[src/design/gb_loader_consts.svh]
// Loader constants; file-type codes must match the host menu, RTC block holds only 4 words
`ifndef GB_LOADER_CONSTS_SVH
`define GB_LOADER_CONSTS_SVH

//////////////////////////////
// Download file types
//////////////////////////////

// Cartridge ROM images, plain, color and super variants
`define GB_FT_ROM_GB        8'h01
`define GB_FT_ROM_GBC       8'h41
`define GB_FT_ROM_SGB       8'h80

// Custom palette file
`define GB_FT_PALETTE       8'h03

// Cheat codes use the all-ones index
`define GB_FT_CHEAT         8'hFF

//////////////////////////////
// Register defaults
//////////////////////////////

// Four 24-bit palettes in the top 96 bits, low word unused
`define GB_PALETTE_DEFAULT  128'h828214517356305A5F1A3B4900000000

// Returned for RTC block words past the meaningful ones
`define GB_BUFF_FILL        16'hFFFF

// Timestamp and saved time, two 16-bit halves each
// Sized to the host buffer address
`define GB_RTC_WORDS        8'd4

`endif

[src/design/gb_loader_pkg.sv]
// Bus and record types for the loader; widths follow the 16-bit wide host interface
`default_nettype none

package gb_loader_pkg;

	//////////////////////////////
	// Host side
	//////////////////////////////

	// Download stream, one word per wr strobe
	typedef struct packed {
		logic        download;
		logic        wr;
		logic [7:0]  index;
		logic [24:0] addr;
		logic [15:0] dout;
	} ioctl_t;

	// Block request, rd and wr are levels held until ack rises
	typedef struct packed {
		logic [31:0] lba;
		logic        rd;
		logic        wr;
	} sd_req_t;

	// Buffer side of the block transfer
	typedef struct packed {
		logic        ack;
		logic [7:0]  addr;
		logic [15:0] dout;
		logic        wr;
	} sd_buff_t;

	//////////////////////////////
	// Console side
	//////////////////////////////

	// pal1 is the topmost 24 bits of the palette register
	typedef struct packed {
		logic [23:0] pal1;
		logic [23:0] pal2;
		logic [23:0] pal3;
		logic [23:0] pal4;
	} palette_t;

	// Strobe pulses once per complete code
	typedef struct packed {
		logic        strobe;
		logic [31:0] flags;
		logic [31:0] address;
		logic [31:0] compare;
		logic [31:0] replace;
	} cheat_code_t;

	typedef struct packed {
		logic [15:0] addr;
		logic        rd;
		logic        cram_rd;
		logic [9:0]  mbc_bank;
	} cart_req_t;

	// Word-wide ROM memory port, ds is the byte lane enable
	typedef struct packed {
		logic [23:0] addr;
		logic [15:0] din;
		logic [1:0]  ds;
		logic        we;
		logic        oe;
	} rom_port_t;

	typedef struct packed {
		logic [16:0] addr;
		logic [15:0] data;
		logic        wr;
		logic        rtc_wr;
	} bk_port_t;

	typedef struct packed {
		logic [31:0] timestamp;
		logic [31:0] savedtime;
		logic        inuse;
	} rtc_save_t;

endpackage

`default_nettype wire

[src/design/backup_sequencer.sv]
// Backup RAM sequencer; host ack must rise after rd or wr and fall once per 512-byte block
`timescale 1ns/100ps
`default_nettype none
`include "gb_loader_consts.svh"

module backup_sequencer (
	input  logic                     clk_sys,
	input  logic                     reset,
	input  logic                     cart_download,
	input  logic                     img_mounted,
	input  logic                     img_readonly,
	input  logic                     img_present,
	input  logic                     cart_has_save,
	input  logic [7:0]               ram_mask_file,
	input  gb_loader_pkg::rtc_save_t rtc,
	input  logic                     cram_wr,
	input  logic                     osd_open,
	input  logic                     autosave_en,
	input  logic                     load_req,
	input  logic                     save_req,
	input  logic [15:0]              bk_q,
	input  gb_loader_pkg::sd_buff_t  sd_buff,
	output gb_loader_pkg::sd_req_t   sd_req,
	output logic [15:0]              sd_buff_din,
	output gb_loader_pkg::bk_port_t  bk,
	output logic                     bk_loading,
	output logic                     sav_pending
);

	logic        old_download;
	logic        old_load;
	logic        old_save;
	logic        old_ack;
	logic        bk_ena;
	logic        busy;
	logic [31:0] lba_q;
	logic        rd_q;
	logic        wr_q;
	logic        sav_supported;
	logic        save_level;
	logic        load_edge;
	logic        save_edge;
	logic        dl_start;
	logic        dl_end;
	logic        ack_rise;
	logic        ack_fall;
	logic        rtc_block;
	logic        last_block;
	logic [15:0] rtc_word;

	assign sav_supported = cart_has_save && bk_ena;
	assign save_level    = save_req || (sav_pending && osd_open && autosave_en);

	assign load_edge = load_req && !old_load;
	assign save_edge = save_level && !old_save;
	assign dl_start  = cart_download && !old_download;
	assign dl_end    = !cart_download && old_download;
	assign ack_rise  = sd_buff.ack && !old_ack;
	assign ack_fall  = !sd_buff.ack && old_ack;

	// Blocks past the RAM mask carry the RTC record
	assign rtc_block  = lba_q[7:0] > ram_mask_file;
	assign last_block = rtc.inuse ? rtc_block : (lba_q[7:0] >= ram_mask_file);

	//////////////////////////////
	// Save enable and autosave
	//////////////////////////////

	always_ff @(posedge clk_sys) begin
		if (reset) begin
			old_download <= 1'b0;
			bk_ena       <= 1'b0;
			sav_pending  <= 1'b0;
		end else begin
			old_download <= cart_download;
			if (dl_start) begin
				bk_ena <= 1'b0;
			end
			// The host mounts the save file while the ROM is still loading
			if (cart_download && img_mounted && !img_readonly) begin
				bk_ena <= 1'b1;
			end
			if (cram_wr && !osd_open && sav_supported) begin
				sav_pending <= 1'b1;
			end else if (busy) begin
				sav_pending <= 1'b0;
			end
		end
	end

	//////////////////////////////
	// Block sequencer
	//////////////////////////////

	always_ff @(posedge clk_sys) begin
		if (reset) begin
			old_load   <= 1'b0;
			old_save   <= 1'b0;
			old_ack    <= 1'b0;
			busy       <= 1'b0;
			bk_loading <= 1'b0;
			lba_q      <= 32'd0;
			rd_q       <= 1'b0;
			wr_q       <= 1'b0;
		end else begin
			old_load <= load_req;
			old_save <= save_level;
			old_ack  <= sd_buff.ack;

			// Host has taken the request
			if (ack_rise) begin
				rd_q <= 1'b0;
				wr_q <= 1'b0;
			end

			if (!busy) begin
				if (bk_ena && (load_edge || save_edge)) begin
					busy       <= 1'b1;
					bk_loading <= load_edge;
					lba_q      <= 32'd0;
					rd_q       <= load_edge;
					wr_q       <= !load_edge;
				end
				// Fresh cartridge, pull its save in
				if (dl_end && img_present && bk_ena) begin
					busy       <= 1'b1;
					bk_loading <= 1'b1;
					lba_q      <= 32'd0;
					rd_q       <= 1'b1;
					wr_q       <= 1'b0;
				end
			end else if (ack_fall) begin
				if (last_block) begin
					busy       <= 1'b0;
					bk_loading <= 1'b0;
				end else begin
					lba_q <= lba_q + 32'd1;
					rd_q  <= bk_loading;
					wr_q  <= !bk_loading;
				end
			end
		end
	end

	assign sd_req.lba = lba_q;
	assign sd_req.rd  = rd_q;
	assign sd_req.wr  = wr_q;

	//////////////////////////////
	// Buffer routing
	//////////////////////////////

	assign bk.addr   = {1'b0, lba_q[7:0], sd_buff.addr};
	assign bk.data   = sd_buff.dout;
	assign bk.wr     = !rtc_block && sd_buff.wr && sd_buff.ack;
	assign bk.rtc_wr = rtc_block && sd_buff.wr && sd_buff.ack;

	// Low half first, timestamp then saved time
	always_comb begin
		case (sd_buff.addr[1:0])
			2'd0:    rtc_word = rtc.timestamp[15:0];
			2'd1:    rtc_word = rtc.timestamp[31:16];
			2'd2:    rtc_word = rtc.savedtime[15:0];
			default: rtc_word = rtc.savedtime[31:16];
		endcase
	end

	assign sd_buff_din = !rtc_block ? bk_q :
		(sd_buff.addr < `GB_RTC_WORDS) ? rtc_word : `GB_BUFF_FILL;

endmodule

`default_nettype wire

[src/design/download_unit.sv]
// Download decoder; ioctl wr is a one-cycle strobe, cheat words must arrive in 16-byte groups
`timescale 1ns/100ps
`default_nettype none
`include "gb_loader_consts.svh"

module download_unit (
	input  logic                       clk_sys,
	input  logic                       reset,
	input  gb_loader_pkg::ioctl_t      ioctl,
	output logic                       cart_download,
	output logic                       rom_wr,
	output logic [23:0]                rom_wr_addr,
	output logic [15:0]                rom_wr_data,
	output gb_loader_pkg::palette_t    palette,
	output gb_loader_pkg::cheat_code_t cheat
);

	logic                       rom_type;
	logic                       palette_download;
	logic                       code_download;
	logic [127:0]               palette_q;
	gb_loader_pkg::cheat_code_t cheat_q;

	//////////////////////////////
	// File type decode
	//////////////////////////////

	assign rom_type = (ioctl.index == `GB_FT_ROM_GB) ||
		(ioctl.index == `GB_FT_ROM_GBC) ||
		(ioctl.index == `GB_FT_ROM_SGB);

	assign cart_download    = ioctl.download && rom_type;
	assign palette_download = ioctl.download && (ioctl.index == `GB_FT_PALETTE);
	assign code_download    = ioctl.download && (ioctl.index == `GB_FT_CHEAT);

	// ROM image goes to the word-addressed memory
	assign rom_wr      = cart_download && ioctl.wr;
	assign rom_wr_addr = ioctl.addr[24:1];
	assign rom_wr_data = ioctl.dout;

	//////////////////////////////
	// Palette register
	//////////////////////////////

	// Host words are little endian, the palette is stored big endian
	always_ff @(posedge clk_sys) begin
		if (reset) begin
			palette_q <= `GB_PALETTE_DEFAULT;
		end else if (palette_download && ioctl.wr) begin
			palette_q <= {palette_q[111:0], ioctl.dout[7:0], ioctl.dout[15:8]};
		end
	end

	// Low 32 bits are shifted through but not used
	assign palette = gb_loader_pkg::palette_t'(palette_q[127:32]);

	//////////////////////////////
	// Cheat code assembly
	//////////////////////////////

	// Bottom word of each field comes first
	always_ff @(posedge clk_sys) begin
		if (code_download && ioctl.wr) begin
			case (ioctl.addr[3:0])
				4'd0:  cheat_q.flags[15:0]    <= ioctl.dout;
				4'd2:  cheat_q.flags[31:16]   <= ioctl.dout;
				4'd4:  cheat_q.address[15:0]  <= ioctl.dout;
				4'd6:  cheat_q.address[31:16] <= ioctl.dout;
				4'd8:  cheat_q.compare[15:0]  <= ioctl.dout;
				4'd10: cheat_q.compare[31:16] <= ioctl.dout;
				4'd12: cheat_q.replace[15:0]  <= ioctl.dout;
				4'd14: cheat_q.replace[31:16] <= ioctl.dout;
				default: ;
			endcase
		end
	end

	// One-cycle strobe once the top replace word is in
	always_ff @(posedge clk_sys) begin
		if (reset) begin
			cheat_q.strobe <= 1'b0;
		end else begin
			cheat_q.strobe <= code_download && ioctl.wr && (ioctl.addr[3:0] == 4'd14);
		end
	end

	assign cheat = cheat_q;

endmodule

`default_nettype wire

[src/design/gb_loader_top.sv]
// Loader top level; single clock domain, all host signals assumed synchronous to clk_sys
`timescale 1ns/100ps
`default_nettype none

module gb_loader_top (
	input  logic                       clk_sys,
	input  logic                       reset,

	// Host download and block interface
	input  gb_loader_pkg::ioctl_t      ioctl,
	input  gb_loader_pkg::sd_buff_t    sd_buff,
	output gb_loader_pkg::sd_req_t     sd_req,
	output logic [15:0]                sd_buff_din,
	input  logic                       img_mounted,
	input  logic                       img_readonly,
	input  logic                       img_present,

	// Cartridge and ROM memory
	input  gb_loader_pkg::cart_req_t   cart,
	input  logic [15:0]                rom_rdata,
	output gb_loader_pkg::rom_port_t   rom_port,
	output logic [7:0]                 cart_do,

	// Backup RAM
	input  logic                       cart_has_save,
	input  logic [7:0]                 ram_mask_file,
	input  gb_loader_pkg::rtc_save_t   rtc,
	input  logic                       cram_wr,
	input  logic [15:0]                bk_q,
	output gb_loader_pkg::bk_port_t    bk,
	output logic                       bk_loading,
	output logic                       sav_pending,

	// User controls
	input  logic                       osd_open,
	input  logic                       autosave_en,
	input  logic                       load_req,
	input  logic                       save_req,

	output gb_loader_pkg::palette_t    palette,
	output gb_loader_pkg::cheat_code_t cheat
);

	logic        cart_download;
	logic        rom_wr;
	logic [23:0] rom_wr_addr;
	logic [15:0] rom_wr_data;

	download_unit u_download (
		.clk_sys       (clk_sys),
		.reset         (reset),
		.ioctl         (ioctl),
		.cart_download (cart_download),
		.rom_wr        (rom_wr),
		.rom_wr_addr   (rom_wr_addr),
		.rom_wr_data   (rom_wr_data),
		.palette       (palette),
		.cheat         (cheat)
	);

	rom_port_arbiter u_arbiter (
		.clk_sys       (clk_sys),
		.reset         (reset),
		.cart_download (cart_download),
		.rom_wr        (rom_wr),
		.rom_wr_addr   (rom_wr_addr),
		.rom_wr_data   (rom_wr_data),
		.cart          (cart),
		.rom_rdata     (rom_rdata),
		.rom_port      (rom_port),
		.cart_do       (cart_do)
	);

	backup_sequencer u_backup (
		.clk_sys       (clk_sys),
		.reset         (reset),
		.cart_download (cart_download),
		.img_mounted   (img_mounted),
		.img_readonly  (img_readonly),
		.img_present   (img_present),
		.cart_has_save (cart_has_save),
		.ram_mask_file (ram_mask_file),
		.rtc           (rtc),
		.cram_wr       (cram_wr),
		.osd_open      (osd_open),
		.autosave_en   (autosave_en),
		.load_req      (load_req),
		.save_req      (save_req),
		.bk_q          (bk_q),
		.sd_buff       (sd_buff),
		.sd_req        (sd_req),
		.sd_buff_din   (sd_buff_din),
		.bk            (bk),
		.bk_loading    (bk_loading),
		.sav_pending   (sav_pending)
	);

endmodule

`default_nettype wire

[src/design/rom_port_arbiter.sv]
// ROM port arbiter; download always wins, port and read byte lag the request by one cycle
`timescale 1ns/100ps
`default_nettype none

module rom_port_arbiter (
	input  logic                     clk_sys,
	input  logic                     reset,
	input  logic                     cart_download,
	input  logic                     rom_wr,
	input  logic [23:0]              rom_wr_addr,
	input  logic [15:0]              rom_wr_data,
	input  gb_loader_pkg::cart_req_t cart,
	input  logic [15:0]              rom_rdata,
	output gb_loader_pkg::rom_port_t rom_port,
	output logic [7:0]               cart_do
);

	gb_loader_pkg::rom_port_t port_q;
	logic                     lane_hi;

	//////////////////////////////
	// Port control
	//////////////////////////////

	// Reads are held off for the whole download
	always_ff @(posedge clk_sys) begin
		if (reset) begin
			port_q.we <= 1'b0;
			port_q.oe <= 1'b0;
		end else begin
			port_q.we <= cart_download && rom_wr;
			port_q.oe <= !cart_download && cart.rd && !cart.cram_rd;
		end
	end

	//////////////////////////////
	// Port payload
	//////////////////////////////

	always_ff @(posedge clk_sys) begin
		if (cart_download) begin
			port_q.addr <= rom_wr_addr;
			port_q.din  <= rom_wr_data;
			port_q.ds   <= 2'b11;
		end else begin
			// Banked word address, 8 KB window per bank
			port_q.addr <= {2'b00, cart.mbc_bank, cart.addr[12:1]};
			port_q.din  <= 16'd0;
			port_q.ds   <= {cart.addr[0], ~cart.addr[0]};
		end
		lane_hi <= cart.addr[0];
	end

	assign rom_port = port_q;

	// Odd addresses live in the high byte
	assign cart_do = lane_hi ? rom_rdata[15:8] : rom_rdata[7:0];

endmodule

`default_nettype wire

[config.mk]
export PLATFORM = sky130hd
export DESIGN_NAME = gb_loader_top
export DESIGN_NICKNAME = d
export VERILOG_FILES = /design/src/design/gb_loader_pkg.sv /design/src/design/backup_sequencer.sv /design/src/design/download_unit.sv /design/src/design/gb_loader_top.sv /design/src/design/rom_port_arbiter.sv
export VERILOG_INCLUDE_DIRS = /design/src /design/src/design
export SDC_FILE = /design/constraint.sdc
export NUM_CORES = 1
export LEC_CHECK = 0
export ABC_AREA = 1
export BUFFER_PORTS_ARGS = -buffer_cell sky130_fd_sc_hd__buf_2
export CAP_MARGIN = 15
export CORE_AREA = 2 2 230 232
export CTS_CLUSTER_DIAMETER = 200
export CTS_CLUSTER_SIZE = 40
export DETAILED_ROUTE_END_ITERATION = 12
export DIE_AREA = 0 0 232 234
export PLACE_DENSITY = 0.6
export SLEW_MARGIN = 20
export SYNTH_ARGS = -nofsm -noshare
export SYNTH_HDL_FRONTEND = slang
export SYNTH_SLANG_ARGS = --single-unit
[constraint.sdc]
create_clock -name clk_sys -period 2.4 [get_ports clk_sys]
set_input_delay 0.6 -clock clk_sys [delete_from_list [all_inputs] [get_ports clk_sys]]
set_output_delay 0.6 -clock clk_sys [all_outputs]
set_load 0.02 [all_outputs]
==> flow_summary.yaml <==
status:
  status: "finished, violations left"
  violations: "negative setup slack"
clock_network:
  clock-sinks: 344
  clockBufferDepth: 3
  clock_latency_ns: 0.54
  cts_tree: "done"
  clkTransAtPathRegs_ns: 0.16
  postCtsHoldBufs: 0
  cts-buffers-inserted: 12
  root_buffer: "clkbuf_16"
  htreeDepth: 1
worst_setup_path:
  cp_cell_sequence: "ha_4 -> nand2_2 -> a21oi_1 -> nor2_2 -> nand2_2 -> nand2_4 -> inv_8 -> buf_12 -> nor2_1 -> a41oi_2 -> buf_6"
  cp_slowest_cell: "dfxtp_2"
  start_kind: "register"
  worst_path_most_repeated_cell: "nand2_2"
  crit_path_max_incr_delay_ns: 0.37
  critical_path.max_fanout: 8
  crit_start: "u_backup.lba_q[7]"
  arrival_ns: 2.26
  cp_top_family: "buffers and inverters"
  r2r_end: "u_backup.lba_q[7]"
  path_class: "register to primary output"
  cp_num_cells: 11
  crit_required_ns: 1.80
  reg2reg_depth: 13
  cp.buffers_inverters: 3
  endpoint: "sd_buff_din[15]"
  reg2reg_from: "u_backup.lba_q[5]"
  crit_path_end_kind: "primary output"
  regToRegSetupSlack_ns: 0.27
timing:
  maxSlewHeadroom: 0.509
  rsz0062_at_grt: "yes"
  hold_viol_final: 0
  finalClockSkew_ns: 0.0123
  setup_violations: 18
  tightestPinTransition_ns: 0.736
  layout_setup_ws_ns: -0.461
  finalCriticalPeriod_ns: 2.86
  fmax_mhz: 349
  slew_viol_final: 0
  period_share: 1.19
detailed_routing:
  routedWlPerCell_um: 17.5
  drc: 0
  met1_length_um: 19800
  dr.pass1.iters: 5
  totalWireLength_um: 48000
  drt-initial-drc-count: 681
  dr.max_layer_used: "met4"
  num_vias: 12400
  wl_met2_um: 23200
  viasPerCell: 4.51
  ant_nets: 0
  met3_length_um: 4220
power_and_ir_drop:
  power.total_uw: 9700
  cellLeakagePower_uw: 0.00803
  powerDensity_mw_per_mm2: 519
  ir_drop_mv: 0.655
logic_synthesis:
  synth-seq-cells: 344
  synth_ff_type: "dfxtp_1"
  synthArstFlopShare: 0
  synth_nets: 1846
  synth_area_sq_mm: 0.0145
  synth_cells: 1616
  yosysSeqAreaShare: 0.565
  synth_edf_count: 128
  yosys_warnings: 0
  ys_types: 42
  avgSynthCellArea_sq_um: 8.94
placed_design:
  port_buffers: 548
  hpwl_um: 36800
  gp_congestion: 0.886
die:
  die_area_sq_mm: 0.0543
  start_util: 0.278
  ioPinCount: 585
  fp.dieH_um: 234
  core_sq_mm: 0.0520
  num_rows: 84
  die-width_um: 232
final_layout:
  drive_gt1_frac: 0.369
  nets: 2285
  final_util: 0.359
  area_delta_synth_final_pct: 29.2
grt:
  first_global_vias: 12000
  grt_max_degree: 103
  antenna_found_initial: 2
  track_usage: 0.165
  grt-ovfl-total: 0
  grt_pass1_wl_um: 69500
worst_hold_path:
  holdPathStages: 2
  hold_class: "input pin to register"
flow_run:
  drv_cap: 0
[metal layers]
layer | track usage | vias up
met5 | 0 | -
met4 | 0.0405 | 0
met3 | 0.0457 | 44
met2 | 0.289 | 538
met1 | 0.201 | 5790
li1 | - | 6024
[cell usage after synthesis, drive strengths merged (8+ instances only)]
master	instances	area, sq um
clkbuf	40	150
o211ai	11	82.6
a221oi	16	140
nand3	56	333
nor3	23	125
nand2	319	1220
mux2	8	90.1
ha	9	113
a41oi	16	140
nor2	283	1100
a211oi	30	225
a21oi	46	230
nand4	28	175
dfxtp	216	4320
o21ai	74	370
buf	161	1160
inv	135	507
edfxtp	128	3840
[timing repair]
action / 4_1_cts / 5_1_grt
setup endpoints to repair: 18 / 18
resized for setup: 55 / 15
buffers inserted: 4 / 2
pin swaps: 12 / 18
cloned: 2 / 0
[cell type report]
cell class | count | area (sq um)
Antenna cell | 1 | 2.50
Clock buffer | 16 | 315
Clock inverter | 2 | 32.5
Fill cell | 5276 | 33400
Inverter | 135 | 531
Multi-Input combinational cell | 936 | 5050
Sequential cell | 344 | 8180
Tap cell | 688 | 861
Timing Repair Buffer | 626 | 3700
[how the worst min path moves through the flow]
stage,from,endpoint,slack (ns)
6_report,cart[10],u_arbiter.rom_port[0],0.21
3_5_place_dp,u_download.palette_q[16],u_download.palette_q[32],0.45
5_1_grt,cart[10],u_arbiter.rom_port[0],0.16
2_1_floorplan,u_download.palette_q[16],u_download.palette_q[32],0.43
4_1_cts,cart[10],u_arbiter.rom_port[0],0.16
3_3_place_gp,u_download.palette_q[16],u_download.palette_q[32],0.44
[kinds of logic after synthesis]
group / count (synthesis) / synth area share
AO/OA/AOI/OAI: 198 / 0.0848
XOR/XNOR: 3 / 0.00182
adder cells (fa/ha/maj): 9 / 0.00779
buffers and inverters: 336 / 0.126
flip-flops: 344 / 0.565
multiplexers: 8 / 0.00623
other: 1 / 0.000259
AND/OR/NAND/NOR: 717 / 0.208
[sequential cells by signal, indices dropped and copies added (netlist names)]
| name | cells |
|---|---|
| u_arbiter.lane_hi | 1 |
| u_backup.old_load | 1 |
| u_download.cheat | 129 |
| u_backup.busy | 1 |
| u_download.palette_q | 128 |
| u_backup.old_download | 1 |
| u_backup.old_ack | 1 |
| u_backup.bk_loading | 1 |
| u_backup.old_save | 1 |
| u_backup.lba_q | 32 |
| u_backup.wr_q | 1 |
| u_backup.rd_q | 1 |
| u_backup.bk_ena | 1 |
| u_backup.sav_pending | 1 |
| u_arbiter.rom_port | 44 |
[through the flow]
stage	instance area (sq um)	worst slack [ns]	hold slack [ns]	cells	TNS, ns
2_1_floorplan	15000	-0.0174	0.430	1616	-0.704
3_3_place_gp	18100	-0.479	0.439	2723	-7.49
3_5_place_dp	18100	-0.563	0.452	2723	-8.80
4_1_cts	18700	-0.551	0.155	2747	-8.81
5_1_grt	18700	-0.559	0.165	2748	-9.22
6_report	18700	-0.461	0.209	2748	-7.44
[worst reg2reg max path: stages, from the launching register on]
cell and delay (ns):
dfxtp_2 0.37, ha_4 0.27, nand2_4 0.05, nor2_4 0.12, buf_6 0.12, nand2_4 0.05
buf_4 0.13, buf_4 0.12, nand3_1 0.17, nand2_2 0.08, nand3_1 0.15, nand2_2 0.21
nand2_1 0.12, a21oi_1 0.06
[power breakdown]
group / switching (uW) / total (uW) / internal (uW)
Sequential: 13.6 / 6090 / 6080
Combinational: 471 / 811 / 340
Clock: 1820 / 2800 / 975
Total: 2310 / 9700 / 7390
[cells in the final DEF, fill, tap and decap left out, types with 11 or more instances in the layout]
cell type and instances:
a221oi_1 16, a41oi_4 13, o211ai_1 11, buf_6 17, nand4_1 28, buf_12 21, nor2_4 18, nand3_1 50
dfxtp_1 208, nor2_2 17, buf_4 58, a21oi_1 45, nor2_1 248, edfxtp_1 128, a211oi_1 30, inv_1 121
nor3_1 18, clkbuf_16 12, o21ai_0 65, nand2_1 304, buf_2 530
No activity file was read; power rests on OpenSTA's default activity.
